===== config.mk =====
export PLATFORM = sky130hd
export DESIGN_NAME = decode_issue_top
export DESIGN_NICKNAME = d
export VERILOG_FILES = /design/src/logic/issue_pkg.sv /design/src/logic/instruction_decoder.sv /design/src/logic/register_scoreboard.sv /design/src/logic/issue_control.sv /design/src/logic/decode_issue_top.sv
export VERILOG_INCLUDE_DIRS = /design/src /design/src/logic
export SDC_FILE = /design/constraint.sdc
export NUM_CORES = 1
export LEC_CHECK = 0
export BUFFER_PORTS_ARGS = -buffer_cell sky130_fd_sc_hd__buf_2
export CORE_ASPECT_RATIO = 2
export CORE_UTILIZATION = 30
export CTS_BUF_LIST = sky130_fd_sc_hd__clkbuf_8
export DETAILED_ROUTE_END_ITERATION = 16
export SYNTH_ARGS = -nofsm -noshare
export SYNTH_HDL_FRONTEND = slang
export SYNTH_SLANG_ARGS = --single-unit

===== constraint.sdc =====
create_clock -name clk -period 20.6 [get_ports clk]
set_clock_uncertainty 0.05 [all_clocks]
set_input_delay 1.03 -clock clk [delete_from_list [all_inputs] [get_ports clk]]
set_output_delay 1.03 -clock clk [all_outputs]
set_load 0.05 [all_outputs]

===== src/logic/issue_settings.svh =====
// Sizes of the decode and issue stage. Four units and 32 architectural
// registers are assumed by the decoder and the unit enum in the package.
`ifndef ISSUE_SETTINGS_SVH
`define ISSUE_SETTINGS_SVH

//////////////////////////////////////////////////////////////////////
// Unit and register counts
//////////////////////////////////////////////////////////////////////

// ALU, branch, load/store and multiply
`define ISSUE_NUM_UNITS 4

// RV32I architectural registers, x0 included
`define ISSUE_NUM_REGS 32

// Instruction tag carried from fetch to exception reporting
`define ISSUE_ID_WIDTH 3

`endif


===== src/logic/issue_pkg.sv =====
// Types shared by the decode and issue stage. Opcode values are the
// RV32 encodings of instruction bits 6:2.
`default_nettype none

`include "issue_settings.svh"

package issue_pkg;

    typedef logic [$clog2(`ISSUE_NUM_REGS)-1:0] reg_addr_t;

    ////////////////////////////////////////////////////////////////////
    // Enums
    ////////////////////////////////////////////////////////////////////

    typedef enum logic [4:0] {
        LOAD      = 5'b00000,
        ARITH_IMM = 5'b00100,
        AUIPC     = 5'b00101,
        STORE     = 5'b01000,
        ARITH     = 5'b01100,
        LUI       = 5'b01101,
        BRANCH    = 5'b11000,
        JALR      = 5'b11001,
        JAL       = 5'b11011,
        SYSTEM    = 5'b11100,
        OTHER     = 5'b11111
    } opcode_e;

    // Values index the unit vectors
    typedef enum logic [$clog2(`ISSUE_NUM_UNITS)-1:0] {
        UNIT_ALU = 0,
        UNIT_BR  = 1,
        UNIT_LS  = 2,
        UNIT_MUL = 3
    } unit_id_e;

    typedef enum logic [1:0] {
        USER       = 2'b00,
        SUPERVISOR = 2'b01,
        MACHINE    = 2'b11
    } privilege_e;

    // Standard mcause values
    typedef enum logic [4:0] {
        INST_FAULT   = 5'd1,
        ILLEGAL_INST = 5'd2,
        BREAK        = 5'd3,
        ECALL_U      = 5'd8,
        ECALL_S      = 5'd9,
        ECALL_M      = 5'd11
    } exception_code_e;

    ////////////////////////////////////////////////////////////////////
    // Packets
    ////////////////////////////////////////////////////////////////////

    typedef struct packed {
        logic valid;
        logic [31:0] pc;
        logic [31:0] instruction;
        logic [`ISSUE_ID_WIDTH-1:0] id;
        logic fetch_ok;
    } decode_packet_t;

    typedef struct packed {
        logic [`ISSUE_NUM_UNITS-1:0] unit_needed;
        logic uses_rs1;
        logic uses_rs2;
        logic uses_rd;
        logic is_multicycle;
        logic is_ecall;
        logic is_ebreak;
        logic is_illegal;
    } decode_info_t;

    typedef struct packed {
        logic stage_valid;
        logic [31:0] pc;
        logic [31:0] instruction;
        logic [`ISSUE_ID_WIDTH-1:0] id;
        opcode_e opcode;
        logic [2:0] fn3;
        reg_addr_t rs1_addr;
        reg_addr_t rs2_addr;
        reg_addr_t rd_addr;
        logic uses_rd;
        logic is_multicycle;
    } issue_packet_t;

    typedef struct packed {
        logic valid;
        reg_addr_t rd_addr;
    } writeback_packet_t;

    typedef struct packed {
        logic valid;
        exception_code_e code;
        logic [31:0] tval;
        logic [`ISSUE_ID_WIDTH-1:0] id;
    } exception_packet_t;

    typedef struct packed {
        logic hold;
        logic flush;
    } issue_status_t;

    // Unknown opcode bits collapse to OTHER
    function automatic opcode_e to_opcode(input logic [4:0] bits);
        case (bits)
            LOAD, ARITH_IMM, AUIPC, STORE, ARITH, LUI,
            BRANCH, JALR, JAL, SYSTEM: return opcode_e'(bits);
            default: return OTHER;
        endcase
    endfunction

endpackage

`default_nettype wire


===== src/logic/instruction_decoder.sv =====
// RV32I/M only. Compressed encodings and FENCE/CSR forms have no unit
// here and are reported as illegal.
`timescale 1ns/1ps
`default_nettype none

`include "issue_settings.svh"

module instruction_decoder (
    input  wire logic [31:0]           instruction,
    output issue_pkg::decode_info_t    info
);
    import issue_pkg::*;

    localparam logic [31:0] ECALL_ENC  = 32'h0000_0073;
    localparam logic [31:0] EBREAK_ENC = 32'h0010_0073;

    opcode_e opc;
    logic [6:0] fn7;
    logic [`ISSUE_NUM_UNITS-1:0] unit_needed;
    logic uses_rs1;
    logic uses_rs2;
    logic uses_rd;
    logic full_width;

    assign opc = to_opcode(instruction[6:2]);
    assign fn7 = instruction[31:25];

    // Bits 1:0 must be 11 for a 32-bit instruction
    assign full_width = (instruction[1:0] == 2'b11);

    //////////////////////////////////////////////////////////////////////
    // Unit selection and register use per format
    //////////////////////////////////////////////////////////////////////
    always_comb begin
        unit_needed = '0;
        uses_rs1 = 1'b0;
        uses_rs2 = 1'b0;
        uses_rd = 1'b0;
        if (full_width) begin
            case (opc)
                LUI, AUIPC: begin
                    unit_needed[UNIT_ALU] = 1'b1;
                    uses_rd = 1'b1;
                end
                ARITH_IMM: begin
                    unit_needed[UNIT_ALU] = 1'b1;
                    uses_rs1 = 1'b1;
                    uses_rd = 1'b1;
                end
                ARITH: begin
                    // funct7 of 1 selects the M extension
                    if (fn7 == 7'b000_0001)
                        unit_needed[UNIT_MUL] = 1'b1;
                    else
                        unit_needed[UNIT_ALU] = 1'b1;
                    uses_rs1 = 1'b1;
                    uses_rs2 = 1'b1;
                    uses_rd = 1'b1;
                end
                JAL: begin
                    unit_needed[UNIT_BR] = 1'b1;
                    uses_rd = 1'b1;
                end
                JALR: begin
                    unit_needed[UNIT_BR] = 1'b1;
                    uses_rs1 = 1'b1;
                    uses_rd = 1'b1;
                end
                BRANCH: begin
                    unit_needed[UNIT_BR] = 1'b1;
                    uses_rs1 = 1'b1;
                    uses_rs2 = 1'b1;
                end
                LOAD: begin
                    unit_needed[UNIT_LS] = 1'b1;
                    uses_rs1 = 1'b1;
                    uses_rd = 1'b1;
                end
                STORE: begin
                    unit_needed[UNIT_LS] = 1'b1;
                    uses_rs1 = 1'b1;
                    uses_rs2 = 1'b1;
                end
                default: begin
                    unit_needed = '0;
                end
            endcase
        end
    end

    //////////////////////////////////////////////////////////////////////
    // Output packet
    //////////////////////////////////////////////////////////////////////
    always_comb begin
        info.unit_needed = unit_needed;
        info.uses_rs1 = uses_rs1;
        info.uses_rs2 = uses_rs2;
        info.uses_rd = uses_rd;
        info.is_multicycle = unit_needed[UNIT_LS] | unit_needed[UNIT_MUL];
        info.is_ecall = (instruction == ECALL_ENC);
        info.is_ebreak = (instruction == EBREAK_ENC);
        // SYSTEM patterns other than the two exact encodings land here too
        info.is_illegal = ~|unit_needed & ~info.is_ecall & ~info.is_ebreak;
    end

endmodule

`default_nettype wire


===== src/logic/register_scoreboard.sv =====
// Tracks destinations of multicycle instructions by architectural address.
// A set and a write-back to the same register in one cycle leave it set.
`timescale 1ns/1ps
`default_nettype none

`include "issue_settings.svh"

module register_scoreboard (
    input  wire                                clk,
    input  wire                                rst,
    input  wire                                set_valid,
    input  wire issue_pkg::reg_addr_t          set_addr,
    input  wire issue_pkg::writeback_packet_t  wb,
    output logic [`ISSUE_NUM_REGS-1:0]         in_use
);
    import issue_pkg::*;

    logic [`ISSUE_NUM_REGS-1:0] in_use_next;

    // Write-back clears first so a new issue to the same rd wins
    always_comb begin
        in_use_next = in_use;
        if (wb.valid)
            in_use_next[wb.rd_addr] = 1'b0;
        if (set_valid)
            in_use_next[set_addr] = 1'b1;
        // x0 is hardwired to zero
        in_use_next[0] = 1'b0;
    end

    always_ff @(posedge clk) begin
        if (rst)
            in_use <= '0;
        else
            in_use <= in_use_next;
    end

endmodule

`default_nettype wire


===== src/logic/issue_control.sv =====
// Single issue register with in-order issue to one unit at a time.
// An excepting instruction stays in the stage until status.flush.
`timescale 1ns/1ps
`default_nettype none

`include "issue_settings.svh"

module issue_control (
    input  wire                                clk,
    input  wire                                rst,
    input  wire issue_pkg::decode_packet_t     decode,
    input  wire issue_pkg::decode_info_t       info,
    input  wire [`ISSUE_NUM_REGS-1:0]          in_use,
    input  wire [`ISSUE_NUM_UNITS-1:0]         unit_ready,
    input  wire issue_pkg::issue_status_t      status,
    input  wire issue_pkg::privilege_e         current_privilege,
    input  wire                                exception_ack,
    output logic                               decode_advance,
    output issue_pkg::issue_packet_t           issue,
    output logic [`ISSUE_NUM_UNITS-1:0]        unit_new_request,
    output logic [31:0]                        constant_alu,
    output logic                               set_valid,
    output issue_pkg::reg_addr_t               set_addr,
    output issue_pkg::exception_packet_t       exception
);
    import issue_pkg::*;

    opcode_e decode_opc;
    logic [31:0] upper_imm;
    logic [31:0] const_base;
    logic [31:0] const_offset;

    logic issue_stage_ready;
    logic [`ISSUE_NUM_UNITS-1:0] unit_needed_r;
    logic [`ISSUE_NUM_UNITS-1:0] issue_ready;
    logic uses_rs1_r;
    logic uses_rs2_r;
    logic operand_conflict;
    logic issue_valid;
    logic instruction_issued;

    logic exception_pending;
    logic exception_reported;
    logic illegal_r;
    logic ecall_r;
    logic fetch_ok_r;
    logic new_exception;
    exception_code_e ecall_code;
    exception_code_e ecode;

    //////////////////////////////////////////////////////////////////////
    // Stage loading
    //////////////////////////////////////////////////////////////////////
    assign issue_stage_ready = (~issue.stage_valid | instruction_issued) & ~status.hold;
    assign decode_advance = decode.valid & issue_stage_ready;

    assign decode_opc = to_opcode(decode.instruction[6:2]);

    always_ff @(posedge clk) begin
        if (rst | status.flush)
            issue.stage_valid <= 1'b0;
        else if (issue_stage_ready)
            issue.stage_valid <= decode.valid;
    end

    always_ff @(posedge clk) begin
        if (issue_stage_ready) begin
            issue.pc <= decode.pc;
            issue.instruction <= decode.instruction;
            issue.id <= decode.id;
            issue.opcode <= decode_opc;
            issue.fn3 <= decode.instruction[14:12];
            issue.rs1_addr <= decode.instruction[19:15];
            issue.rs2_addr <= decode.instruction[24:20];
            issue.rd_addr <= decode.instruction[11:7];
            issue.uses_rd <= info.uses_rd;
            issue.is_multicycle <= info.is_multicycle;
            unit_needed_r <= info.unit_needed;
            uses_rs1_r <= info.uses_rs1;
            uses_rs2_r <= info.uses_rs2;
            illegal_r <= info.is_illegal;
            ecall_r <= info.is_ecall;
            fetch_ok_r <= decode.fetch_ok;
        end
    end

    // LUI, AUIPC, JAL and JALR results, pc + 4 doubles as link address
    assign upper_imm = {decode.instruction[31:12], 12'b0};
    assign const_base = (decode_opc == LUI) ? 32'd0 : decode.pc;
    assign const_offset = (decode_opc inside {LUI, AUIPC}) ? upper_imm : 32'd4;

    always_ff @(posedge clk) begin
        if (issue_stage_ready)
            constant_alu <= const_base + const_offset;
    end

    //////////////////////////////////////////////////////////////////////
    // Hazards and unit requests
    //////////////////////////////////////////////////////////////////////

    // rd check keeps write-after-write order with multicycle units
    assign operand_conflict = (uses_rs1_r & in_use[issue.rs1_addr])
                            | (uses_rs2_r & in_use[issue.rs2_addr])
                            | (issue.uses_rd & in_use[issue.rd_addr]);

    assign issue_valid = issue.stage_valid & ~operand_conflict & ~exception_pending
                       & ~status.hold & ~status.flush;
    assign issue_ready = unit_needed_r & unit_ready;
    assign unit_new_request = {`ISSUE_NUM_UNITS{issue_valid}} & issue_ready;
    assign instruction_issued = issue_valid & |issue_ready;

    // Only multicycle results are tracked
    assign set_valid = instruction_issued & issue.uses_rd & |issue.rd_addr
                     & issue.is_multicycle;
    assign set_addr = issue.rd_addr;

    //////////////////////////////////////////////////////////////////////
    // Pre-issue exceptions
    //////////////////////////////////////////////////////////////////////
    always_ff @(posedge clk) begin
        if (rst)
            exception_pending <= 1'b0;
        else if (issue_stage_ready)
            exception_pending <= info.is_illegal | ~decode.fetch_ok
                               | info.is_ecall | info.is_ebreak;
    end

    always_comb begin
        case (current_privilege)
            USER:       ecall_code = ECALL_U;
            SUPERVISOR: ecall_code = ECALL_S;
            MACHINE:    ecall_code = ECALL_M;
            default:    ecall_code = ECALL_U;
        endcase
    end

    assign ecode = illegal_r   ? ILLEGAL_INST :
                   ecall_r     ? ecall_code :
                   ~fetch_ok_r ? INST_FAULT :
                   BREAK;

    // Report once per instruction while it waits for the flush
    assign new_exception = issue.stage_valid & exception_pending & ~exception_reported
                         & ~status.hold & ~status.flush;

    always_ff @(posedge clk) begin
        if (rst | status.flush)
            exception_reported <= 1'b0;
        else if (new_exception)
            exception_reported <= 1'b1;
    end

    always_ff @(posedge clk) begin
        if (rst)
            exception.valid <= 1'b0;
        else
            exception.valid <= (exception.valid | new_exception) & ~exception_ack;
    end

    always_ff @(posedge clk) begin
        if (new_exception) begin
            exception.code <= ecode;
            exception.tval <= issue.instruction;
            exception.id <= issue.id;
        end
    end

endmodule

`default_nettype wire


===== src/logic/decode_issue_top.sv =====
// Decode and issue stage without register file or execution units.
// wb must only name registers that were issued to a multicycle unit.
`timescale 1ns/1ps
`default_nettype none

`include "issue_settings.svh"

module decode_issue_top (
    input  wire                                clk,
    input  wire                                rst,
    input  wire issue_pkg::decode_packet_t     decode,
    input  wire [`ISSUE_NUM_UNITS-1:0]         unit_ready,
    input  wire issue_pkg::writeback_packet_t  wb,
    input  wire issue_pkg::issue_status_t      status,
    input  wire issue_pkg::privilege_e         current_privilege,
    input  wire                                exception_ack,
    output logic                               decode_advance,
    output issue_pkg::issue_packet_t           issue,
    output logic [`ISSUE_NUM_UNITS-1:0]        unit_new_request,
    output logic [31:0]                        constant_alu,
    output issue_pkg::exception_packet_t       exception
);
    import issue_pkg::*;

    decode_info_t info;
    logic [`ISSUE_NUM_REGS-1:0] in_use;
    logic set_valid;
    reg_addr_t set_addr;

    instruction_decoder u_decoder (
        .instruction (decode.instruction),
        .info        (info)
    );

    register_scoreboard u_scoreboard (
        .clk       (clk),
        .rst       (rst),
        .set_valid (set_valid),
        .set_addr  (set_addr),
        .wb        (wb),
        .in_use    (in_use)
    );

    issue_control u_control (
        .clk               (clk),
        .rst               (rst),
        .decode            (decode),
        .info              (info),
        .in_use            (in_use),
        .unit_ready        (unit_ready),
        .status            (status),
        .current_privilege (current_privilege),
        .exception_ack     (exception_ack),
        .decode_advance    (decode_advance),
        .issue             (issue),
        .unit_new_request  (unit_new_request),
        .constant_alu      (constant_alu),
        .set_valid         (set_valid),
        .set_addr          (set_addr),
        .exception         (exception)
    );

endmodule

`default_nettype wire


# After elaboration in Yosys (flattened, before gate mapping)
# Index checks and enable logic that the tools add are counted.
[classes]
reduce_logical = 16
muxes = 28
n_eq_ne = 23
add_sub_neg = 1
n_lt_le_gt_ge = 6
bitwise = 44
[ops]
columns = ["operator", "n"]
rows = [
  ["two-way mux 32 bit", 4],
  ["== test 5 bit, second input constant", 7],
  ["adder 32 bit", 1],
  ["AND 32 bit", 1],
  ["== test 32 x 21 -> 1 bit, second input constant", 1],
  ["== test 32 x 7 -> 1 bit, second input constant", 1],
  ["inverter 32 bit", 1],
  ["OR 32 bit", 1],
  ["== test 5 x 4 -> 1 bit, second input constant", 6],
  ["< comparator 5 x 6 -> 1 bit, second input constant", 4],
  ["AND 1 bit", 20],
  ["== test 5 x 3 -> 1 bit, second input constant", 4],
  ["binary-select mux 1 bit (select 5 bit)", 3],
  ["two-way mux 1 bit", 13],
  ["demux 1 bit (select 5 bit)", 2],
  [">= comparator 5 x 1 -> 1 bit, second input constant", 2],
  ["logical NOT 5 bit", 2],
  ["two-way mux 5 bit", 2],
  ["inverter 1 bit", 10],
  ["OR reduction 10 bit", 1],
  ["OR 1 bit", 9],
  ["OR reduction 3 bit", 3],
  ["AND 4 bit", 2],
  ["OR reduction 4 bit", 2],
  ["14 further kinds", 16],
]
[word_totals]
register_bits = 209
wordCells = 144
inputBits = 86

# Logic depth before layout (Yosys ltp)
# Gate-level depths: netlist (run 1).
[depth]
word_depth = 15
depth_mapped = 15

# Hierarchy
# Synthesis (run 1) repeated with hierarchy kept, for this count alone.
[unflattened]
hier_cells = 714
area_unflattened_um2 = 9075.0
[by_module_without_submodules]
columns = ["module", "instances", "seq_area_each_um2", "cells_per_inst", "area_per_inst_um2"]
rows = [
  ["issue_control", 1, 4674.5, 514, 7452.1],
  ["register_scoreboard", 1, 620.6, 156, 1360.1],
  ["instruction_decoder", 1, 0.0, 44, 262.8],
]

# Worst setup path before layout (run 1)
# OpenSTA, ideal clock, no wires.
[synth_timing]
path_type = "flip-flop to flip-flop"
from = "register, netlist name u_control.issue[7]"
to = "register u_control.constant_alu[0] (enable)"
n_path_buf = 1
stages_incl_launch_ff = 9
required_time_ns = 19.959
setup_slack_ns = 12.580
t_arrival_ns = 7.379
setup_ns = 0.591
synth_period_minus_slack_ns = 8.020
path_cell_list = "edfxtp_1 buf_2 mux4_2 mux4_2 nand2_1 o21ai_2 a21boi_4 a21boi_1 nor2_1"
[synth_between]
elab_chain_cells = 13
[synth_lines]
columns = ["item", "line", "source"]
rows = [
  ["binary-select mux 1 bit (select 5 bit)", "issue_control.sv:103", "| (uses_rs2_r & in_use[issue.rs2_addr])"],
  ["two-way mux 1 bit (not written as such)", "issue_control.sv:103", ""],
  ["AND 1 bit", "issue_control.sv:103", ""],
  ["OR 1 bit", "issue_control.sv:103", ""],
  ["OR 1 bit", "issue_control.sv:104", "| (issue.uses_rd & in_use[issue.rd_addr]);"],
  ["inverter 1 bit", "issue_control.sv:106", "assign issue_valid = issue.stage_valid & ~operand_conflict & ~exception_pending"],
  ["AND 1 bit (2 in a row)", "issue_control.sv:106", ""],
  ["AND 1 bit (2 in a row)", "issue_control.sv:107", "& ~status.hold & ~status.flush;"],
  ["AND 1 bit", "issue_control.sv:110", "assign instruction_issued = issue_valid & |issue_ready;"],
  ["OR 1 bit", "issue_control.sv:54", "assign issue_stage_ready = (~issue.stage_valid | instruction_issued) & ~status.hold;"],
  ["AND 1 bit", "issue_control.sv:54", ""],
  ["via u_control.issue_stage_ready", "issue_control.sv:33", "logic issue_stage_ready;"],
  ["end signal, assigned", "issue_control.sv:94", "constant_alu <= const_base + const_offset;"],
  ["end, declared", "issue_control.sv:21", "output logic [31:0] constant_alu,"],
]
# The timed path passes the listed nets, and every way through them passes these cells. The select of a mux whose other input is x is not followed.
# A chain may end at the register's enable or synchronous reset.

# Final worst setup path (run 1)
[layout_timing]
from = "register, netlist name u_control.set_addr[0]"
to = "output decode_advance"
[layout_between]
elab_chain_cells = 13
[layout_lines]
columns = ["item", "line", "source"]
rows = [
  ["binary-select mux 1 bit (select 5 bit)", "issue_control.sv:104", ""],
  ["two-way mux 1 bit (not written as such)", "issue_control.sv:104", ""],
  ["AND 1 bit", "issue_control.sv:104", ""],
  ["OR 1 bit", "issue_control.sv:104", ""],
  ["inverter 1 bit", "issue_control.sv:106", ""],
  ["AND 1 bit (2 in a row)", "issue_control.sv:106", ""],
  ["AND 1 bit (2 in a row)", "issue_control.sv:107", ""],
  ["AND 1 bit", "issue_control.sv:110", ""],
  ["OR 1 bit", "issue_control.sv:54", ""],
  ["AND 1 bit", "issue_control.sv:54", ""],
  ["AND 1 bit", "issue_control.sv:55", "assign decode_advance = decode.valid & issue_stage_ready;"],
  ["end, declared", "decode_issue_top.sv:17", "output logic decode_advance,"],
]
# Every way passes these cells. The select of a mux whose other input is x is not followed.

==> impl_metrics.yaml, run 1 <==
run_status:
  outcome: "complete, no violations"
clock_tree:
  cts.hold.buffers_added: 0
  postCtsSetupBuffers: 0
  htree_levels: 4
  clk_latency_ps: 500
  path_clk_slew_ps: 110
  cts_tree: "yes"
  clock_sinks: 188
  cts_max_path_buffers: 2
  cts_resized: 0
  cts_root_buf: "clkbuf_8"
  cts_inserted_buffers: 17
min_path:
  holdCritPathClass: "register to register"
drt:
  wl_um: 28000
  drt_pass1_iterations: 5
  vias: 6736
  route.detailed.drc: 0
  antenna_left: 0
  drtIter0Drc: 496
  viasPerCell: 5.12
  wl_per_cell_um: 21.3
setup_path:
  worst-path-max-fanout: 18
  slowest_stage: "edfxtp_1"
  endpoint_kind: "output pin"
  worstSetupPathType: "register to output pin"
  cpPeakStageDelay_ps: 810
  cp_cell_sequence: "mux4_2, a221oi_1, a31o_2, o211ai_1, a21oi_2, a21boi_1, nor2b_1, buf_2"
  crit_arrival_ps: 3760
  cp.required_ps: 19520
  cp-start-kind: "register"
global_route:
  grt.total_usage: 0.188
  grt_start_max_net_pins: 65
  antenna_found_initial: 1
  overflow: 0
  grt_pass1_vias: 6823
  grt_pass1_wl_um: 40500
die:
  die-area_um2: 30500
  rows: 89
  initial_utilization: 0.304
  die_w_um: 124
  core-area_um2: 29400
  dieHeight_um: 246
  ios: 257
placement:
  port_buffers: 254
  place_hpwl_um: 21900
  dp_cells: 1283
  place_congestion: 0.913
synthesis:
  ys_async_sr_fraction: 0
  yosys_most_used_dff: "edfxtp_1"
  synthAdderAreaFrac: 0.0294
  synth_seq_cells: 188
  syn-cell-area_um2: 8930
  synth_top_family_by_area: "simple AND/OR/NAND/NOR gates"
  synth_compound_area_frac: 0.0971
  synth_xor_area_frac: 0.0255
  yosys.area_share.simple: 0.155
  seq_area_frac_synth: 0.593
  syn_avg_cell_area_um2: 12.7
  synth_cells: 701
  synth_edf_count: 153
  ys_warn_count: 0
  synth.area.mux_share: 0.0683
  yosysUniqueCellTypes: 66
finish:
  area_growth_pct: 22.0
  register_area_um2: 5300
  fillers: 2968
  instances_no_fill: 1316
  fin_nets: 1045
  drive_gt1_frac: 0.351
  multi_input_area_um2: 3380
timing:
  drv_slew: 0
  setup_viol: 0
  fin_crit_ps: 4840
  hold_viol: 0
  relSlewSlack: 0.322
  worstMarginPinSlew_ps: 1020
  fmax_mhz: 207
  setup_tns_ps: 0
  finalCritPeriodShare: 0.235
  rsz0062_at_grt: "false"
power_and_ir_drop:
  p_leak_nw: 4.28
  power_density_nw_per_um2: 76.0
  vdd_drop_max_v: 0.0000387
run:
  cap_violations: 0
-- per-stage QoR --
step | power (mW) | setup WS [ps] | hold WS, ps | utilization | instance area (µm²)
after floorplan | 0.539 | 12580 | 386 | - | 8940
after global placement | 0.578 | 15810 | 374 | 0.356 | 10500
after detailed placement | 0.579 | 15650 | 376 | 0.356 | 10500
after CTS | 0.839 | 15720 | 403 | 0.371 | 10900
after global routing | 0.858 | 15510 | 424 | 0.371 | 10900
final | 0.828 | 15760 | 406 | 0.371 | 10900
-- path summary, 6_finish.rpt --
check	depth (start not counted)	to	startpoint	slack, ps
max reg2reg	9	u_control.issue[25]$_DFFE_PP_	u_control.set_addr[0]$_DFFE_PP_	15830
min reg2reg	0	u_control.exception[7]$_DFFE_PP_	u_control.issue[32]$_DFFE_PP_	410
max	8	decode_advance	u_control.set_addr[0]$_DFFE_PP_	15760
min	0	u_control.exception[7]$_DFFE_PP_	u_control.issue[32]$_DFFE_PP_	410
-- final cells by class --
cell class,count,share of cell area
Multi-Input combinational cell,462,0.310
Timing Repair Buffer,259,0.120
Inverter,10,0.00344
Clock inverter,15,0.0169
Antenna cell,1,0.000230
Sequential cell,188,0.486
Clock buffer,17,0.0215
Tap cell,364,0.0418
-- worst max-delay path, delay by kind of cell (launching register included) --
kind	cells	cell delay (ps)
AO/OA/AOI/OAI	5	1390
multiplexers	1	600
buffers and inverters	1	290
AND/OR/NAND/NOR	1	160
flip-flops	1	810
-- layer usage --
metal | vias to the layer above | share of wire | wire, µm | track usage
met1 | 3302 | 0.33 | 9310 | 0.177
met2 | 246 | 0.59 | 16400 | 0.365
met4 | 0 | 0.048 | 1350 | 0.109
met5 | - | 0 | 0 | 0
li1 | 3121 | - | - | -
met3 | 67 | 0.034 | 948 | 0.0319
-- power breakdown --
group / switching [mW] / internal [mW]
sequential: 0.0124 / 0.428
clock: 0.155 / 0.104
combinational: 0.0967 / 0.0315
-- state kept, by name, indices dropped and copies added, names as in the netlist --
name and cells:
u_control.uses_rs2_r 1, u_control.issue 71, u_control.exception 39, u_control.ecall_r 1
u_control.illegal_r 1, u_control.exception_reported 1, u_control.unit_needed_r 4, u_control.exception_pending 1
u_control.set_addr 4, u_control.constant_alu 32, u_scoreboard.in_use 31, u_control.uses_rs1_r 1
u_control.fetch_ok_r 1
-- synthesized netlist by cell type (2+ instances only) --
| library cell | count | area (µm²) |
|---|---|---|
| or3_1 | 3 | 18.8 |
| buf_4 | 20 | 150 |
| buf_2 | 7 | 35.0 |
| nand4_4 | 2 | 42.5 |
| nor4b_1 | 4 | 35.0 |
| and4_1 | 4 | 35.0 |
| o21ai_0 | 9 | 45.0 |
| nor3_1 | 13 | 65.1 |
| nand2_1 | 51 | 191 |
| dfxtp_1 | 35 | 701 |
| o21a_1 | 5 | 37.5 |
| ha_1 | 21 | 263 |
| o22ai_1 | 2 | 12.5 |
| nor4_1 | 7 | 43.8 |
| nand3_1 | 29 | 145 |
| a21oi_1 | 24 | 120 |
| xnor2_1 | 15 | 131 |
| nand4b_4 | 2 | 47.6 |
| o21ai_1 | 31 | 155 |
| a21o_1 | 10 | 75.1 |
| or3b_2 | 2 | 17.5 |
| nand3b_1 | 8 | 60.1 |
| mux4_2 | 18 | 405 |
| inv_1 | 10 | 37.5 |
| o211ai_1 | 19 | 143 |
| and3_1 | 5 | 31.3 |
| and2_1 | 48 | 300 |
| a221oi_1 | 2 | 17.5 |
| clkbuf_1 | 15 | 56.3 |
| nor3b_1 | 5 | 37.5 |
| edfxtp_1 | 153 | 4590 |
| nand2b_1 | 4 | 25.0 |
| a41o_1 | 2 | 20.0 |
| o31a_1 | 2 | 17.5 |
| xor2_1 | 11 | 96.3 |
| nor2b_1 | 11 | 68.8 |
| or2_2 | 6 | 37.5 |
| nor2_1 | 31 | 116 |
| o311ai_0 | 2 | 17.5 |
| mux2i_1 | 16 | 160 |
| a21boi_0 | 3 | 22.5 |
| mux2_2 | 4 | 45.0 |
| nand4_1 | 4 | 25.0 |
| a31oi_1 | 2 | 12.5 |
| and3b_1 | 3 | 26.3 |
-- logic make-up (layout without fill, tap and decap cells) --
group | count (synthesis) | in the layout
compound gates | 131 | 131
other cells | 1 | 3
xor+xnor | 26 | 26
buf+inv | 52 | 301
flops | 188 | 188
mux | 38 | 38
fa+ha+maj | 21 | 21
simple gates | 244 | 244
-- cells in the final DEF (no fill, tap or decap), types with 19 or more instances in the layout --
cell type	n
and2_1	48
edfxtp_1	153
nand2_1	51
dfxtp_1	35
o211ai_1	19
nand3_1	29
o21ai_1	31
ha_1	21
buf_2	254
nor2_1	30
a21oi_1	24
No activity file was read; power rests on OpenSTA's default activity.
==> run 2, diff against run 1 <==
==> constraint.sdc (replaced) <==
create_clock -name clk -period 4.32 [get_ports clk]
set_clock_uncertainty 0.05 [all_clocks]
set_input_delay 0.216 -clock clk [delete_from_list [all_inputs] [get_ports clk]]
set_output_delay 0.216 -clock clk [all_outputs]
set_load 0.05 [all_outputs]
==> run 2 against run 1 <==
  * Cell area increased by 6.8%
  * Non-clock buffer count rose by 76
  * Flip-flop and latch count unchanged
  * Sequential power increased to 4.8 times the previous value
  * Core utilization increased by 2.5 points
  * Final cell count increased by 5.8%
  * Critical endpoint is now u_control.constant_alu[31]$_DFFE_PP_
  * Largest power group unchanged
  * Highest routed layer unchanged
==> impl_metrics.yaml, run 2 (same netlist as run 1, synthesis figures left out) <==
die:
  die_w_um: 124
  core-area_um2: 29400
  dieHeight_um: 246
  rows: 89
  die-area_um2: 30500
  ios: 257
  initial_utilization: 0.304
power_and_ir_drop:
  power_density_nw_per_um2: 338
  vdd_drop_max_v: 0.000177
  p_int_mw: 2.67
  p_leak_nw: 4.58
  p_seq_frac: 0.534
  totalPowerFinal_mw: 3.93
  switching_share: 0.321
  switchingPower_mw: 1.26
  p_clk_frac: 0.296
  p_comb_frac: 0.169
clock_tree:
  clock_sinks: 188
  path_clk_slew_ps: 100
  cts_resized: 0
  cts_max_path_buffers: 2
  cts_inserted_buffers: 17
  cts_tree: "yes"
  htree_levels: 4
  cts_root_buf: "clkbuf_8"
  clk_latency_ps: 490
drt:
  drtIter0Drc: 399
  viasPerCell: 4.97
  vias: 6912
  drt_pass1_iterations: 5
  wl_per_cell_um: 20.5
  wl_um: 28500
  antenna_left: 0
  route.detailed.drc: 0
finish:
  fillers: 2879
  fin_nets: 1121
  final_area_um2: 11600
  regMostFlops: "u_control.issue"
  layout_commonest_cell: "buf_2"
  largest_reg_flops: 71
  drive_gt1_frac: 0.328
  final_util: 0.396
  instances_no_fill: 1392
  area_growth_pct: 30.3
  reg.largest.list: "u_control.issue: 71 flops, u_control.exception: 39 flops, u_control.constant_alu: 32 flops"
  layout_common_cells: "254 x buf_2, 153 x edfxtp_1, 73 x dlygate4sd3_1, 51 x nand2_1, 48 x and2_1"
global_route:
  overflow: 0
  grt_pass1_vias: 7002
  grt.total_usage: 0.194
  antenna_found_initial: 1
  grt_pass1_wl_um: 41900
  grt_start_max_net_pins: 116
timing:
  hold_viol: 0
  fmax_mhz: 255
  fin_crit_ps: 3930
  worstMarginPinSlew_ps: 979
  rsz0062_at_grt: "false"
  setup_viol: 0
  drv_slew: 0
  relSlewSlack: 0.346
  finalCritPeriodShare: 0.909
setup_path:
  worstRegToRegCells: 8
  cp.required_ps: 4510
  crit_arrival_ps: 4120
  rrSetupSlack_ps: 470
  worstSetupPathType: "primary input to register"
  endpoint_kind: "register"
  rr_endpoint: "u_control.issue[82]$_DFFE_PP_"
  cp-start-kind: "primary input"
  worst-path-max-fanout: 13
  rr_startpoint: "u_control.set_addr[0]$_DFFE_PP_"
min_path:
  hold_path_end: "u_control.issue[53]$_DFFE_PP_"
  holdCritPathClass: "primary input to register"
  min_from: "decode[29]"
  hold_depth: 1
placement:
  place_hpwl_um: 21600
  place_congestion: 0.891
  dp_cells: 1286
  port_buffers: 254
  placed_area_um2: 10500
run_status:
  outcome: "complete, no violations"
run:
  cap_violations: 0
==> run 2: stage by stage <==
step                      setup TNS [ps]  hold slack, ps  worst slack [ps]
after floorplan                   -40020             245              -348
after global placement                 0             329               547
after detailed placement               0             337               439
after CTS                              0            1.20               413
after global routing                   0            4.26               210
final                                  0            25.7               392
==> run 2: metal layers <==
metal  part of all wire  track usage  vias to the layer above
met5                  0            0                        -
met4              0.055        0.113                        0
met3              0.032       0.0303                       60
met2               0.58        0.371                      231
met1               0.33        0.188                     3347
li1                   -            -                     3274
==> run 2: worst max-delay path, stage by stage <==
cell and delay, ps:
dlygate4sd3_1 530, buf_2 170, nand2b_1 210, or3_1 570
buf_4 270, and2_1 170, ha_1 340, a21o_1 200
a21oi_1 310, o21a_1 200, o21a_1 120, o311ai_1 200
o31a_1 300, o311a_1 290
==> run 2: cell type report <==
type                    count  area (µm²)  area share
repair buffers            335        2070       0.178
clock inverters            15         145      0.0125
multi-input cells         462        3390       0.292
well taps                 364         455      0.0391
inverters                  10        37.5     0.00323
flip-flops and latches    188        5300       0.455
clock buffers              17         234      0.0201
diodes                      1        2.50    0.000215
==> run 2: power by group through the flow <==
stage / logic (mW) / registers (mW) / clock network (mW)
2_1_floorplan: 0.223 / 2.34 / 0
3_3_place_gp: 0.616 / 2.14 / 0
3_5_place_dp: 0.617 / 2.14 / 0
4_1_cts: 0.669 / 2.10 / 1.21
5_1_grt: 0.706 / 2.11 / 1.27
6_report: 0.665 / 2.10 / 1.16
==> run 2: what timing repair did <==
| item | 4_1_cts | 5_1_grt |
|---|---|---|
| setup buffers | 0 | 0 |
| endpoints found under the hold margin | 74 | 0 |
| hold buffers | 73 | 0 |
==> run 2: worst max-delay path by stage <==
| stage | startpoint | to | slack, ps | cells past startpoint |
|---|---|---|---|---|
| 2_1_floorplan | u_control.issue[7]$_DFFE_PP_ | u_control.constant_alu[0]$_SDFFCE_PP0P_ | -350 | 8 |
| 3_3_place_gp | u_control.set_addr[0]$_DFFE_PP_ | u_control.issue[90]$_DFFE_PP_ | 550 | 8 |
| 3_5_place_dp | decode[10] | u_control.constant_alu[31]$_DFFE_PP_ | 440 | 13 |
| 4_1_cts | u_control.set_addr[0]$_DFFE_PP_ | decode_advance | 410 | 8 |
| 5_1_grt | u_control.set_addr[1]$_DFFE_PP_ | decode_advance | 210 | 8 |
| 6_report | decode[10] | u_control.constant_alu[31]$_DFFE_PP_ | 390 | 14 |
==> run 3, diff against run 2 <==
--- a/config.mk
+++ b/config.mk
@@ -7,10 +7,12 @@
 export NUM_CORES = 1
 export LEC_CHECK = 0
 export BUFFER_PORTS_ARGS = -buffer_cell sky130_fd_sc_hd__buf_2
+export CAP_MARGIN = 25
 export CORE_ASPECT_RATIO = 2
 export CORE_UTILIZATION = 30
 export CTS_BUF_LIST = sky130_fd_sc_hd__clkbuf_8
 export DETAILED_ROUTE_END_ITERATION = 16
+export REMOVE_ABC_BUFFERS = 1
 export SYNTH_ARGS = -nofsm -noshare
 export SYNTH_HDL_FRONTEND = slang
 export SYNTH_SLANG_ARGS = --single-unit
==> run 3 against run 2 <==
  * Worst hold slack improved by 70 ps
  * Sequential power barely moved
  * Final cell count is 0.65% higher
  * Maximum frequency fell by 0.35%
  * Die area unchanged
  * Power grew 1.7%
  * Cell area up 1.0%
  * Core utilization grew 0.40 points
  * Register-to-register slack improved by 220 ps
  * Critical path depth down 5
  * First-iteration DRC count rose by 19%
  * Largest cell class unchanged
  * Highest routed layer unchanged
==> impl_metrics.yaml, run 3 (same netlist as run 1, synthesis figures left out) <==
clock_tree:
  cts_max_path_buffers: 2
  clock_sinks: 188
  cts_resized: 0
  cts_inserted_buffers: 17
  cts_tree: "yes"
  postCtsSetupBuffers: 0
  htree_levels: 4
  path_clk_slew_ps: 100
  cts_root_buf: "clkbuf_8"
  clk_latency_ps: 490
  cts.hold.buffers_added: 75
drt:
  viasPerCell: 5.06
  vias: 7095
  drt_pass1_iterations: 5
  drtIter0Drc: 476
  wl_per_cell_um: 20.3
  route.detailed.drc: 0
  wl_um: 28400
  antenna_left: 0
timing:
  fin_crit_ps: 3940
  holdWs_ps: 95.2
  hold_viol: 0
  relSlewSlack: 0.355
  drv_slew: 0
  rsz0062_at_grt: "false"
  fmax_mhz: 254
  finalCritPeriodShare: 0.912
  setup_viol: 0
  worstMarginPinSlew_ps: 966
global_route:
  antenna_found_initial: 4
  grt.total_usage: 0.190
  overflow: 0
  grt_start_max_net_pins: 55
  grt_pass1_wl_um: 41300
  grt_pass1_vias: 7032
die:
  dieHeight_um: 246
  core-area_um2: 29400
  die_w_um: 124
  die-area_um2: 30500
  rows: 89
  initial_utilization: 0.304
  ios: 257
setup_path:
  cpPeakStageDelay_ps: 730
  cp_cell_sequence: "mux4_2, a22oi_1, mux2i_1, o2111ai_1, a21boi_4, buf_4, nand2_1, nor2_1, buf_2"
  endpoint_kind: "output pin"
  worstSetupPathType: "register to output pin"
  worst_path_dominant_cell_family: "compound AO/OA/AOI/OAI gates"
  cp-start-kind: "register"
  worst-path-buf-inv: 2
  cp.required_ps: 4050
  worst-path-max-fanout: 9
  slowest_stage: "edfxtp_1"
  crit_arrival_ps: 3680
finish:
  area_growth_pct: 31.6
  fin_nets: 1127
  layout_common_cells: "254 x buf_2, 153 x edfxtp_1, 75 x dlygate4sd3_1, 51 x nand2_1, 48 x and2_1"
  largest_reg_flops: 71
  regMostFlops: "u_control.issue"
  reg.largest.list: "u_control.issue: 71 flops, u_control.exception: 39 flops, u_control.constant_alu: 32 flops"
  drive_gt1_frac: 0.331
  layout_commonest_cell: "buf_2"
run_status:
  outcome: "complete, no violations"
min_path:
  holdCritPathClass: "primary input to register"
placement:
  place_hpwl_um: 21700
  place_congestion: 0.929
  port_buffers: 254
run:
  cap_violations: 0
power_and_ir_drop:
  p_leak_nw: 4.64
  totalPowerFinal_mw: 4.00
  power_density_nw_per_um2: 340
  vdd_drop_max_v: 0.000179
-- run 3: cell types whose count changed in the layout (fill, tap and decap cells not counted), sizes merged --
cell / change
diode: +3
clkinvlp: -2
inv: -1
buf: +4
clkinv: +1
dlygate4sd3: +2
bufinv: +1
clkbuf: +1
-- run 3: where the power goes --
part / switching (mW) / internal (mW) / leakage [nW]
Sequential: 0.0564 / 2.04 / 1.74
Combinational: 0.470 / 0.200 / 2.68
Clock: 0.722 / 0.508 / 0.212
Total: 1.25 / 2.75 / 4.64
-- run 3: final cells by class --
cell class | instances | area, µm²
clock inverter | 14 | 166
sequential | 188 | 5300
fill | 2884 | 17600
clock buffer | 18 | 248
multi-input combinational | 462 | 3390
antenna | 4 | 10.0
inverter | 10 | 37.5
timing repair buffer | 341 | 2150
tap | 364 | 455
-- run 3: worst register-to-register path: stages, from the launching register on --
cell and delay (ps):
edfxtp_1 730, mux4_2 660, a22oi_1 260, mux2i_1 130, o2111ai_1 380, a21boi_4 270, a21boi_1 140, nor2_4 340
buf_12 330
-- run 3: worst paths after layout --
kind / startpoint / end / slack, ps / cells after the start
worst min-delay path: status[1] / u_control.exception_pending$_SDFFE_PP0P_ / 100 / 3
worst max register to register: u_control.issue[12]$_DFFE_PP_ / u_control.issue[78]$_DFFE_PP_ / 690 / 8
worst max-delay path: u_control.issue[12]$_DFFE_PP_ / unit_new_request[0] / 380 / 9
worst min register to register: u_control.issue[27]$_DFFE_PP_ / u_control.exception[2]$_DFFE_PP_ / 400 / 0
-- run 3: stage by stage --
stage,instance area (µm²),setup TNS (ps),std cells,utilization,setup WS (ps)
6_report,11800,0,1401,0.400,378
5_1_grt,11800,0,1401,0.400,208
4_1_cts,11700,0,1396,0.399,353
3_5_place_dp,10600,0,1289,0.359,549
3_3_place_gp,10600,0,1289,0.359,596
2_1_floorplan,8700,-464390,660,-,-4040
-- run 3: layer usage --
layer / GRT usage / vias up / routed length (µm)
met5: 0 / - / 0
met4: 0.110 / 0 / 1300
met3: 0.0294 / 68 / 1070
met2: 0.362 / 274 / 16300
met1: 0.188 / 3464 / 9690
li1: - / 3289 / -
